### config.mk
export PLATFORM = sky130hd
export DESIGN_NAME = dma_engine_flat
export DESIGN_NICKNAME = d
export VERILOG_FILES = /design/src/rtl/gb_bus_pkg.sv /design/src/rtl/gb_bus_if.sv /design/src/rtl/dma_engine.sv /design/src/flat_wrapper.sv
export VERILOG_INCLUDE_DIRS = /design/src /design/src/rtl
export SDC_FILE = /design/constraint.sdc
export NUM_CORES = 1
export LEC_CHECK = 0
export ABC_AREA = 1
export BUFFER_PORTS_ARGS = -buffer_cell sky130_fd_sc_hd__buf_2
export CORE_AREA = 2 2 46 58
export DETAILED_ROUTE_END_ITERATION = 10
export DIE_AREA = 0 0 48 60
export PLACE_DENSITY = 0.8
export SETUP_SLACK_MARGIN = 0.2
export SKIP_CTS_REPAIR_TIMING = 1
export SLEW_MARGIN = 20
export SYNTH_ARGS = -nofsm -noshare
export SYNTH_HDL_FRONTEND = slang
export SYNTH_SLANG_ARGS = --single-unit
export TNS_END_PERCENT = 10
### constraint.sdc
create_clock -name clk -period 3.41 [get_ports clk]
set_input_delay 0.1705 -clock clk [delete_from_list [all_inputs] [get_ports clk]]
set_output_delay 0.1705 -clock clk [all_outputs]
set_load 0.02 [all_outputs]
### src/rtl/gb_bus_defines.svh
`ifndef GB_BUS_DEFINES_SVH
`define GB_BUS_DEFINES_SVH

//////////////////////////////////////////////////////////////////////
// Address map
//////////////////////////////////////////////////////////////////////

`define BOOT_END        16'h00FF   // Last byte of boot ROM overlay
`define CART_ROM_END    16'h7FFF   // Cartridge ROM ends here

`define CRAM_START      16'hA000   // External cartridge RAM
`define CRAM_END        16'hBFFF

`define WRAM_START      16'hC000   // Work RAM, 8 KB
`define WRAM_END        16'hDFFF

`define ECHO_START      16'hE000   // Mirror of work RAM
`define ECHO_END        16'hFDFF

`define OAM_START       16'hFE00   // Object attribute RAM, page aligned
`define OAM_END         16'hFE9F

// Bus registers
`define REG_DMA         16'hFF46   // OAM DMA source page
`define REG_BOOT        16'hFF50   // Boot overlay disable

//////////////////////////////////////////////////////////////////////
// Memory sizes
//////////////////////////////////////////////////////////////////////

`define WRAM_BANKS      4          // 2 KB each
`define WRAM_BANK_WORDS 2048
`define OAM_WORDS       160
`define DMA_LENGTH      160        // Bytes per OAM transfer

`endif

### src/rtl/gb_bus_pkg.sv
package gb_bus_pkg;

    typedef logic [15:0] addr_t;       // CPU bus address
    typedef logic [7:0]  byte_t;       // Data byte
    typedef logic [10:0] bank_addr_t;  // Word inside one WRAM bank
    typedef logic [1:0]  bank_sel_t;   // WRAM bank number
    typedef logic [7:0]  oam_addr_t;   // OAM byte offset

    // Decoded target of one bus access
    typedef enum logic [2:0] {
        REGION_NONE,       // No read last cycle
        REGION_BOOT,
        REGION_WRAM,       // Includes echo
        REGION_OAM,
        REGION_CART,       // ROM and external RAM
        REGION_REG,        // FF46 / FF50
        REGION_UNMAPPED    // Reads 00
    } region_t;

    typedef enum logic [1:0] {
        DMA_IDLE,
        DMA_READ,          // Fetch source byte
        DMA_WRITE          // Store into OAM
    } dma_state_t;

endpackage

### src/rtl/gb_bus_if.sv
`timescale 1ns/1ns

// Bus as seen after master selection
interface sys_bus_if;
    gb_bus_pkg::addr_t addr;
    gb_bus_pkg::byte_t wdata;
    logic              we;    // One-cycle write strobe
    logic              re;    // One-cycle read strobe

    modport master (output addr, wdata, we, re);
    modport slave  (input  addr, wdata, we, re);
endinterface


### src/rtl/dma_engine.sv
`timescale 1ns/1ns
`include "gb_bus_defines.svh"

module dma_engine (
    input  logic              clk,
    input  logic              reset,
    input  gb_bus_pkg::addr_t cpu_addr,
    input  gb_bus_pkg::byte_t cpu_wdata,
    input  logic              cpu_we,
    input  logic              cpu_re,
    input  logic              dma_start,  // Write to FF46 this cycle
    input  gb_bus_pkg::byte_t dma_page,   // Source page, high address byte
    input  gb_bus_pkg::byte_t bus_rdata,  // Read return, one cycle behind
    output logic              dma_busy,
    sys_bus_if.master         bus
);

    gb_bus_pkg::dma_state_t state;
    gb_bus_pkg::oam_addr_t  count;        // Byte being copied
    logic                   last_byte;

    assign last_byte = (count == 8'(`DMA_LENGTH - 1));
    assign dma_busy  = (state != gb_bus_pkg::DMA_IDLE);  // CPU locked out

    //////////////////////////////////////////////////////////////////////
    // Copy sequencer
    //////////////////////////////////////////////////////////////////////

    always_ff @(posedge clk) begin
        if (reset) begin
            state <= gb_bus_pkg::DMA_IDLE;
            count <= '0;
        end else begin
            case (state)
                gb_bus_pkg::DMA_IDLE: begin
                    if (dma_start) begin
                        state <= gb_bus_pkg::DMA_READ;
                        count <= '0;
                    end
                end
                gb_bus_pkg::DMA_READ:  state <= gb_bus_pkg::DMA_WRITE;
                gb_bus_pkg::DMA_WRITE: begin
                    count <= count + 8'd1;
                    // 2 cycles per byte, 320 in total
                    state <= last_byte ? gb_bus_pkg::DMA_IDLE : gb_bus_pkg::DMA_READ;
                end
                default: state <= gb_bus_pkg::DMA_IDLE;
            endcase
        end
    end

    //////////////////////////////////////////////////////////////////////
    // Bus master select
    //////////////////////////////////////////////////////////////////////

    always_comb begin
        bus.addr  = cpu_addr;    // CPU owns the bus when idle
        bus.wdata = cpu_wdata;
        bus.we    = cpu_we;
        bus.re    = cpu_re;
        case (state)
            gb_bus_pkg::DMA_READ: begin
                bus.addr = {dma_page, count};            // page*256 + k
                bus.we   = 1'b0;
                bus.re   = 1'b1;
            end
            gb_bus_pkg::DMA_WRITE: begin
                bus.addr  = `OAM_START + {8'h00, count};
                bus.wdata = bus_rdata;                   // Byte fetched last cycle
                bus.we    = 1'b1;
                bus.re    = 1'b0;
            end
            default: ;
        endcase
    end

endmodule

### src/flat_wrapper.sv
// flat-port wrapper written by rule: the top's interface ports become plain ports
module dma_engine_flat 
  (clk, reset, cpu_addr, cpu_wdata, cpu_we, cpu_re, dma_start, dma_page, bus_rdata, dma_busy, bus_addr, bus_wdata, bus_we, bus_re);
  sys_bus_if bus_i ();
  input  logic clk;
  input  logic reset;
  input  gb_bus_pkg::addr_t cpu_addr;
  input  gb_bus_pkg::byte_t cpu_wdata;
  input  logic cpu_we;
  input  logic cpu_re;
  input  logic dma_start;
  input  gb_bus_pkg::byte_t dma_page;
  input  gb_bus_pkg::byte_t bus_rdata;
  output logic dma_busy;
  output wire logic [$bits(bus_i.addr)-1:0] bus_addr;
  output wire logic [$bits(bus_i.wdata)-1:0] bus_wdata;
  output wire logic [$bits(bus_i.we)-1:0] bus_we;
  output wire logic [$bits(bus_i.re)-1:0] bus_re;
  assign bus_addr = bus_i.addr;
  assign bus_wdata = bus_i.wdata;
  assign bus_we = bus_i.we;
  assign bus_re = bus_i.re;
  dma_engine u_core (.clk(clk), .reset(reset), .cpu_addr(cpu_addr), .cpu_wdata(cpu_wdata), .cpu_we(cpu_we), .cpu_re(cpu_re), .dma_start(dma_start), .dma_page(dma_page), .bus_rdata(bus_rdata), .dma_busy(dma_busy), .bus(bus_i));
endmodule
Word-level counts from Yosys, hierarchy flattened
Index checks and enable logic that the tools add are counted.

$add $sub $neg: 2. Equality and inequality tests: 4. Multiplexer cells: 9. Reduce and logical (&&, ||, !) cells: 4.

Operators by type and width (number): 16-bit one-hot mux with 2 select lines (1); 8-bit 2-to-1 mux (2); 8-bit one-hot mux with 2 select lines (1); 10-bit by 9-bit adder with 11-bit output, first input constant (1); 8-bit by 1-bit adder with 8-bit output, second input constant (1); 8-bit == test, second input constant (1); 2-bit one-hot mux with 3 select lines (1); 1-bit one-hot mux with 2 select lines (2); 2-bit nonzero test (2); 2-bit by 1-bit == test with 1-bit output, second input constant (1); 2-bit == test, second input constant (1); 2-bit logical NOT (1); 2-bit 2-to-1 mux (1); 2-bit != test, second input constant (1); 2-bit AND reduction (1); 1-bit 2-to-1 mux (1).

Flip-flop bits (word level): 10. Bits of input ports: 45.

Longest topological paths before layout
Gate-level depths: netlist (run 1).

Depth in word-level cells: 3. Depth in mapped cells: 10. Depth with buffers taken out: 10.

Least setup slack after synthesis (run 1)
OpenSTA, ideal clock, no wires.

Path type: register to output. From: register u_core.state[0]. To: output port bus_addr[0]. Arrival: 1359 ps. Data required time: 3239 ps. Path slack: 1881 ps. Cell stages (with the launch flop): 8. Buffers on the path: 2. Path through: dfxtp_1 inv_1 ha_1 buf_2 inv_2 buf_2 nand2_1 nand2_1.

Cells in the longest elaborated chain, start to end: 2. Elaborated cells on any way between the ends: 3.

Ends and longest elaborated chain: start: declaration (RTL line dma_engine.sv:18) `gb_bus_pkg::dma_state_t state;`; start signal: assignment (RTL line dma_engine.sv:31) `state <= gb_bus_pkg::DMA_IDLE;`; start signal: assignment (RTL line dma_engine.sv:37) `state <= gb_bus_pkg::DMA_READ;`; start signal: assignment (RTL line dma_engine.sv:41) `gb_bus_pkg::DMA_READ: state <= gb_bus_pkg::DMA_WRITE;`; 2-bit == test or 2-bit by 1-bit == test with 1-bit output (tied branches) (RTL line dma_engine.sv:61) `case (state)`; 16-bit one-hot mux with 2 select lines (*) (RTL line dma_engine.sv:61); end: declaration (RTL line flat_wrapper.sv:15) `output wire logic [$bits(bus_i.addr)-1:0] bus_addr;`.

Every way passes the cells marked *; elsewhere a longest branch is shown, timed or not.

Worst setup path after layout (run 1)
From: register u_core.state[0]. To: output port bus_addr[13].

The elaborated chain is that of the path after synthesis.

==> impl_metrics.toml, run 1 <==
[yosys]
ys.flop_type = "dfxtp_1"
synth_seq_cells = 10
synth_area_per_cell_um2 = 5.60
synth_most_common_cell = "nand2_1"
synth_nets = 217
synth_cell_types = 23
syn_inst = 167
yosys.area.top_type = "nand2_1"
yosys.area.top_type_share_pct = 28.9
synth_edf_count = 0
yosys_warnings = 0
async_flop_share_pct = 0
synth_commonest_cells = "nand2_1, nand3_1, inv_1"
ys_seq_area_share_pct = 21.4
mappedNetlistArea_um2 = 936
synthTopCellsByArea = "nand2_1, dfxtp_1, nand3_1"

[placed_design]
dpl_cell_area_um2 = 1300
hpwl_mm = 1.96
io_buffers = 71
gp_congestion = 0.767
post-place-cells = 265

[clock_network]
clock_path_buffers = 2
insertion_delay_ps = 270
clkSinkCount = 10
clockRootBuffer = "clkbuf_4"
numCtsBuffers = 3
path_clk_slew_ps = 60
cts_tree = "done"
htreeDepth = 1

[drt]
first_pass_iters = 4
met3WireLength_um = 151
drc = 0
vias_per_cell = 4.45
drt-met1-wl_um = 974
antenna_left = 0
route.met2.wl_mm = 1.16
dr_total_vias = 1198
drtIter0Drc = 20
detail_route.wl_per_cell_um = 8.62
route.top_layer_used = "met4"
routed_wl_mm = 2.32

[sta]
period_minus_slack_ps = 2140
fin_tns_setup_ps = 0
finalSetupViolCount = 0
drv_slew = 0
finalHoldViolations = 0
max_slew_margin_pct = 65.4
skew_ps = 6.43
finalCritPeriodShare_pct = 62.7
rsz0062_at_grt = "no"
fmax_mhz = 467
worst_pin_slew_ps = 519

[layout]
diodes = 0
stdcell_count = 269
fin_nets = 287
fin_area_um2 = 1340
layout-drive-gt1-share_pct = 37.3
syn_to_final_growth_pct = 42.8
fin_util_pct = 56.2

[worst_setup_path]
path_max_fanout = 19
crit_chain = "inv_1 > ha_1 > nand2_1 > nand3_1 > buf_2"
endpoint_kind = "primary output"
path_class = "flip-flop to primary output"
cp.arrival_ps = 1970
critPathRequiredTime_ps = 3240
critPathLaunchType = "flip-flop"
cpMaxStageDelayCell = "ha_1"
slowest_delay_ps = 620

[die]
dieHeight_um = 60
die_w_um = 48
initial_core_util_pct = 39.4
die_area_um2 = 2880
io_pins = 72
rows = 20
coreArea_um2 = 2380

[global_route]
grt_pass1_wl_mm = 3.89
track_usage_pct = 18.3
grt_antenna_before_repair = 0
grt_overflow = 0
grt_pass1_vias = 1050
grt_max_degree = 20

[power_and_ir_drop]
peakVddDrop_mv = 0.232
p_per_area_nw_per_um2 = 398
leakage_uw = 0.000805

[hold_path]
hp-class = "input port to flip-flop"

[run]
drv_cap = 0

[status]
status = "complete, no violations"
==> worst max-delay path: cells and delay by family, from the launching register on <==
kind                       cells  cell delay (ps)
DFF                            1              380
adders and majority gates      1              620
and+or+nand+nor                2              460
buffers and inverters          2              250
==> state kept, by name, summed over array words and instances (netlist names) <==
signal	flops
u_core.count	8
u_core.state	2
==> metrics by stage <==
stage	worst slack (ps)	power, uW	hold slack [ps]
floorplan	1880	340	233
global placement	1600	426	389
detailed placement	1540	429	390
CTS	1240	539	104
global route	1070	578	103
finish	1270	532	109
==> metal layers <==
metal,GRT usage [%],up-vias
li1,-,665
met1,19.3,485
met2,33.3,44
met3,3.32,4
met4,8.11,0
met5,0,-
==> final cells by class <==
cell class | instances | area, um^2
repair buffers | 71 | 355
multi-input cells | 134 | 639
well taps | 33 | 41.3
fillers | 246 | 1040
flip-flops and latches | 10 | 200
clock buffers | 4 | 36.3
inverters | 17 | 63.8
==> power by group <==
part	switching [uW]	internal (uW)	total, uW
Clock	44.4	64.9	109
Combinational	196	100	297
Sequential	4.76	121	126
Total	246	287	532
==> worst paths after layout <==
| kind | startpoint | end | slack (ps) | cells past startpoint |
|---|---|---|---|---|
| worst max-delay path | u_core.state[0] | bus_addr[13] | 1270 | 5 |
| worst min-delay path | reset | u_core.state[0] | 110 | 2 |
| worst max register to register | u_core.state[0] | u_core.count[6] | 1840 | 9 |
| worst min register to register | u_core.count[1] | u_core.count[1] | 510 | 2 |
==> kinds of logic (layout without fill, tap and decap cells) <==
group                    count (synthesis)  count (layout)  synth area share [%]
AND/OR/NAND/NOR                        119             119                  54.8
AO/OA/AOI/OAI                            9               9                  5.88
buffers and inverters                   23              92                  10.3
XOR/XNOR                                 1               1                 0.936
flip-flops                              10              10                  21.4
adder cells (fa/ha/maj)                  5               5                  6.68
==> placed cells by master, fill, tap and decap left out <==
master,count
nand3_1,25
dfxtp_1,10
a21oi_1,5
o21ai_0,1
nand2_2,2
a211oi_1,1
clkbuf_8,1
nand3_2,1
o21ai_2,1
ha_1,5
nor3_1,1
buf_2,71
nor2_2,2
xor2_1,1
nor2_1,11
or2_2,1
nand2_4,1
a21oi_2,1
inv_1,13
clkbuf_4,3
and3_1,1
nand2_1,72
inv_2,4
nand4_1,2
Power figures use the tool's default switching activity.
==> run 2, diff against run 1 <==
CORE_AREA = 2 2 47 60   (was 2 2 46 58)
DIE_AREA = 0 0 49 62   (was 0 0 48 60)
PLACE_DENSITY = 0.76   (was 0.8)
clock period = 2.2 ns   (was 3.41 ns; I/O delays follow)
==> run 2 against run 1 <==
  * Power increased by 49%
  * Count of clock-buffer cells in the layout is 1 lower
  * Clock skew decreased by 2.0 ps
  * Clock power up 15%
  * First-iteration DRC count did not move
  * Global-route usage is 1.9 points lower
==> impl_metrics.toml, run 2 (same netlist as run 1, synthesis figures left out) <==
[status]
status = "complete, no violations"

[power_and_ir_drop]
leakage_uw = 0.000801
peakVddDrop_mv = 0.382
p_per_area_nw_per_um2 = 595

[worst_setup_path]
crit_chain = "inv_1 > ha_1 > inv_2 > nand2_1 > nand3_1 > buf_2"
critPathLaunchType = "flip-flop"
ff2ff_path_depth = 9
r2r_slack_ps = 770
cp.arrival_ps = 1730
rr_endpoint = "u_core.count[6]"
path_max_fanout = 18
endpoint_kind = "primary output"
cpMaxStageDelayCell = "ha_1"
r2r-start = "u_core.state[0]"
timing.critical_path.from = "u_core.state[0]"
slowest_delay_ps = 400
path_class = "flip-flop to primary output"
critPathRequiredTime_ps = 2090
endpoint = "bus_addr[10]"

[clock_network]
clock_path_buffers = 2
path_clk_slew_ps = 60
insertion_delay_ps = 270
cts_tree = "done"
numCtsBuffers = 3
clkSinkCount = 10
clockRootBuffer = "clkbuf_4"
htreeDepth = 1

[sta]
drv_slew = 0
layout_setup_ws_ps = 359
finalCritPeriodShare_pct = 83.7
finalSetupViolCount = 0
finalHoldViolations = 0
rsz0062_at_grt = "yes"
period_minus_slack_ps = 1840
skew_ps = 4.48
max_slew_margin_pct = 77.0
fmax_mhz = 543
worst_pin_slew_ps = 346
fin_tns_setup_ps = 0

[drt]
first_pass_iters = 4
dr_total_vias = 1198
drtIter0Drc = 20
drc = 0
detail_route.wl_per_cell_um = 9.03
antenna_left = 0
vias_per_cell = 4.44
routed_wl_mm = 2.44

[global_route]
grt_pass1_wl_mm = 3.91
grt_antenna_before_repair = 0
track_usage_pct = 16.4
grt_max_degree = 19
grt_pass1_vias = 978
grt_overflow = 0

[layout]
final_common_cell = "nand2_1"
syn_to_final_growth_pct = 42.5
most-common-layout-cells = "nand2_1, buf_2, nand3_1"
reg.largest.list = "u_core.count: 8 flops, u_core.state: 2 flops"
layout-drive-gt1-share_pct = 37.7
fin_util_pct = 52.3
largest_reg_flops = 8
fin_nets = 288
diodes = 0
top_register = "u_core.count"

[run]
drv_cap = 0

[placed_design]
io_buffers = 71
dp_slack_ps = 542
hpwl_mm = 1.99
gp_congestion = 0.740

[die]
io_pins = 72
rows = 21
initial_core_util_pct = 36.7
die_w_um = 49
coreArea_um2 = 2550
die_area_um2 = 3040
dieHeight_um = 62

[hold_path]
hp-class = "input port to flip-flop"
## run 2: per-stage QoR
stage	cell area, um^2	std cells	total power [uW]	hold WS [ps]
3_3_place_gp	1310	267	672	331
3_5_place_dp	1310	267	674	330
2_1_floorplan	936	167	526	172
6_report	1330	270	793	55.0
5_1_grt	1330	270	861	53.5
4_1_cts	1330	270	800	55.5
## run 2: cell type report
class	instances	area [um^2]
fill	281	1210
multi-input combinational	134	642
timing repair buffer	72	363
sequential	10	200
inverter	17	63.8
tap	34	42.5
clock buffer	3	22.5
## run 2: power breakdown
part / switching, uW / internal, uW
sequential: 7.51 / 188
clock: 61.5 / 63.2
combinational: 311 / 162
total: 380 / 413
## run 2: worst max-delay path, delay by kind of cell, from the launching register on
family                     cells  cell delay [ps]
DFF                            1              370
and+or+nand+nor                2              180
buffers and inverters          3              510
adders and majority gates      1              400
## run 2: worst min-delay path by stage
stage	start	end	slack, ps	cells past startpoint
floorplan	reset	u_core.state[0]	170	1
global placement	reset	u_core.state[0]	330	2
detailed placement	reset	u_core.state[0]	330	2
CTS	reset	u_core.state[0]	60	2
global route	reset	u_core.state[0]	50	2
finish	reset	u_core.state[0]	60	2
## run 2: metal layers
layer / up-vias / track usage (%) / part of all wire [%]
li1: 662 / - / -
met1: 474 / 17.1 / 44
met2: 57 / 32.9 / 47
met3: 5 / 2.63 / 7.7
met4: 0 / 7.76 / 1.3
met5: - / 0 / 0
==> run 3, diff against run 2 <==
clock period = 1.7 ns   (was 2.2 ns; I/O delays follow)
==> run 3 against run 2 <==
  * Count of clock-buffer cells in the layout stayed put
  * Final cell count is 1.9% higher
  * Core utilization is 8.1 points higher
  * First-iteration DRC count is 95% higher
  * Non-clock buffer count is 5 higher
  * Setup slack worse by 210 ps
  * Combinational power is 71% higher
  * Global-route usage is 0.63 points lower
  * Die area stayed put
  * Hold slack worse by 33 ps
  * Critical path depth stayed put
  * Power is 54% higher
  * Critical endpoint is now bus_addr[8]
  * Largest cell class unchanged
==> impl_metrics.toml, run 3 (same netlist as run 1, synthesis figures left out) <==
[placed_design]
gp_congestion = 0.764
hpwl_mm = 2.13
io_buffers = 71
post-place-cells = 270

[worst_setup_path]
critPathTopFamily = "flip-flops"
crit_buf_inv = 3
slowest_delay_ps = 380
cp.arrival_ps = 1470
crit_chain = "inv_4 > ha_4 > clkbuf_16 > nand3_2 > nand2_1 > buf_6"
critPathLaunchType = "flip-flop"
crit_cells = 6
critPathRequiredTime_ps = 1620
path_class = "flip-flop to primary output"
cpMaxStageDelayCell = "dfxtp_4"
endpoint_kind = "primary output"
path_max_fanout = 8
ff2ff_path_depth = 9

[layout]
fin_nets = 293
top_register = "u_core.count"
diodes = 0
final_common_cell = "nand2_1"
reg.largest.list = "u_core.count: 8 flops, u_core.state: 2 flops"
layout-drive-gt1-share_pct = 44.0
largest_reg_flops = 8
fin_util_pct = 60.4
syn_to_final_growth_pct = 64.4
most-common-layout-cells = "nand2_1, buf_2, nand3_1"
stdcell_count = 275
fillers = 260

[sta]
period_minus_slack_ps = 1550
worst_pin_slew_ps = 198
skew_ps = 7.65
rsz0062_at_grt = "yes"
finalCritPeriodShare_pct = 91.4
max_slew_margin_pct = 86.7
fmax_mhz = 644
finalSetupViolCount = 0
fin_tns_setup_ps = 0
drv_slew = 0
finalHoldViolations = 0

[global_route]
met2_usage_pct = 31.7
grt_max_degree = 19
track_usage_pct = 15.8
grt_pass1_vias = 1013
grt_overflow = 0
busiest_layer = "met2"
grt_antenna_before_repair = 0
grt.met3_usage_pct = 2.39
met1_usage_pct = 18.7
grt_pass1_wl_mm = 3.94

[die]
die_w_um = 49
rows = 21
dieHeight_um = 62
io_pins = 72
initial_core_util_pct = 36.7
die_area_um2 = 3040
coreArea_um2 = 2550

[drt]
drc = 0
antenna_left = 0
drtIter0Drc = 39
dr_total_vias = 1276
vias_per_cell = 4.64
detail_route.wl_per_cell_um = 10.2
first_pass_iters = 5
routed_wl_mm = 2.81

[power_and_ir_drop]
p_per_area_nw_per_um2 = 793
peakVddDrop_mv = 0.500
leakage_uw = 0.000871

[clock_network]
path_clk_slew_ps = 70
insertion_delay_ps = 250
clkSinkCount = 10
cts_tree = "done"
numCtsBuffers = 3
clockRootBuffer = "clkbuf_4"
clock_path_buffers = 2
htreeDepth = 1

[hold_path]
hp-class = "input port to flip-flop"
hold_depth = 2

[run]
drv_cap = 0

[status]
status = "complete, no violations"
==> run 3: cell count changes in the layout (fill, tap and decap cells not counted), moves of 2 or more <==
cell     before  now
nand3_1      25   20
nand2_1      72   70
buf_4         1   11
dfxtp_1      10    8
buf_6         0    8
ha_4          0    2
nand3_2       1    6
dfxtp_4       0    2
inv_1        13   11
nand2_2       2    4
buf_2        71   56
==> run 3: path summary, 6_finish.rpt <==
kind / to / slack (ps) / startpoint
worst max-delay path: bus_addr[8] / 150 / u_core.state[1]
worst min-delay path: u_core.state[0] / 20 / reset
worst max register to register: u_core.state[0] / 400 / u_core.state[1]
worst min register to register: u_core.count[1] / 520 / u_core.count[1]
==> run 3: per-stage QoR <==
step	setup WS, ps	total power [uW]	instance area, um^2	hold WS, ps
2_1_floorplan	256	681	936	147
3_3_place_gp	242	879	1330	301
3_5_place_dp	205	885	1330	300
4_1_cts	-71.2	1040	1350	28.1
5_1_grt	87.3	1310	1540	26.5
6_report	147	1220	1540	21.6
==> run 3: where the power goes <==
group	internal, uW	total, uW	switching (uW)
Combinational	349	810	460
Clock	81.3	155	73.3
Sequential	245	256	11.0
Total	676	1220	544
==> run 3: cell type report <==
type                    count  area (um^2)  share of cell area (%)
repair buffers             77          498                    32.4
clock buffers               3         22.5                    1.46
multi-input cells         134          697                    45.3
inverters                  17         71.3                    4.63
well taps                  34         42.5                    2.76
flip-flops and latches     10          208                    13.5
==> run 3: routing by layer <==
layer  vias up  wire [um]
li1        680          -
met1       538       1110
met2        56       1490
met3         2        206
met4         0         14
met5         -          0
==> run 3: worst reg2reg max path, cell delays in order, from the launching register on <==
cell and delay, ps:
dfxtp_4 380, inv_4 50, ha_4 160, inv_2 80, nand2_2 60, nand2_4 110
inv_1 80, nor2_1 120, nand2_1 80, a21oi_2 110
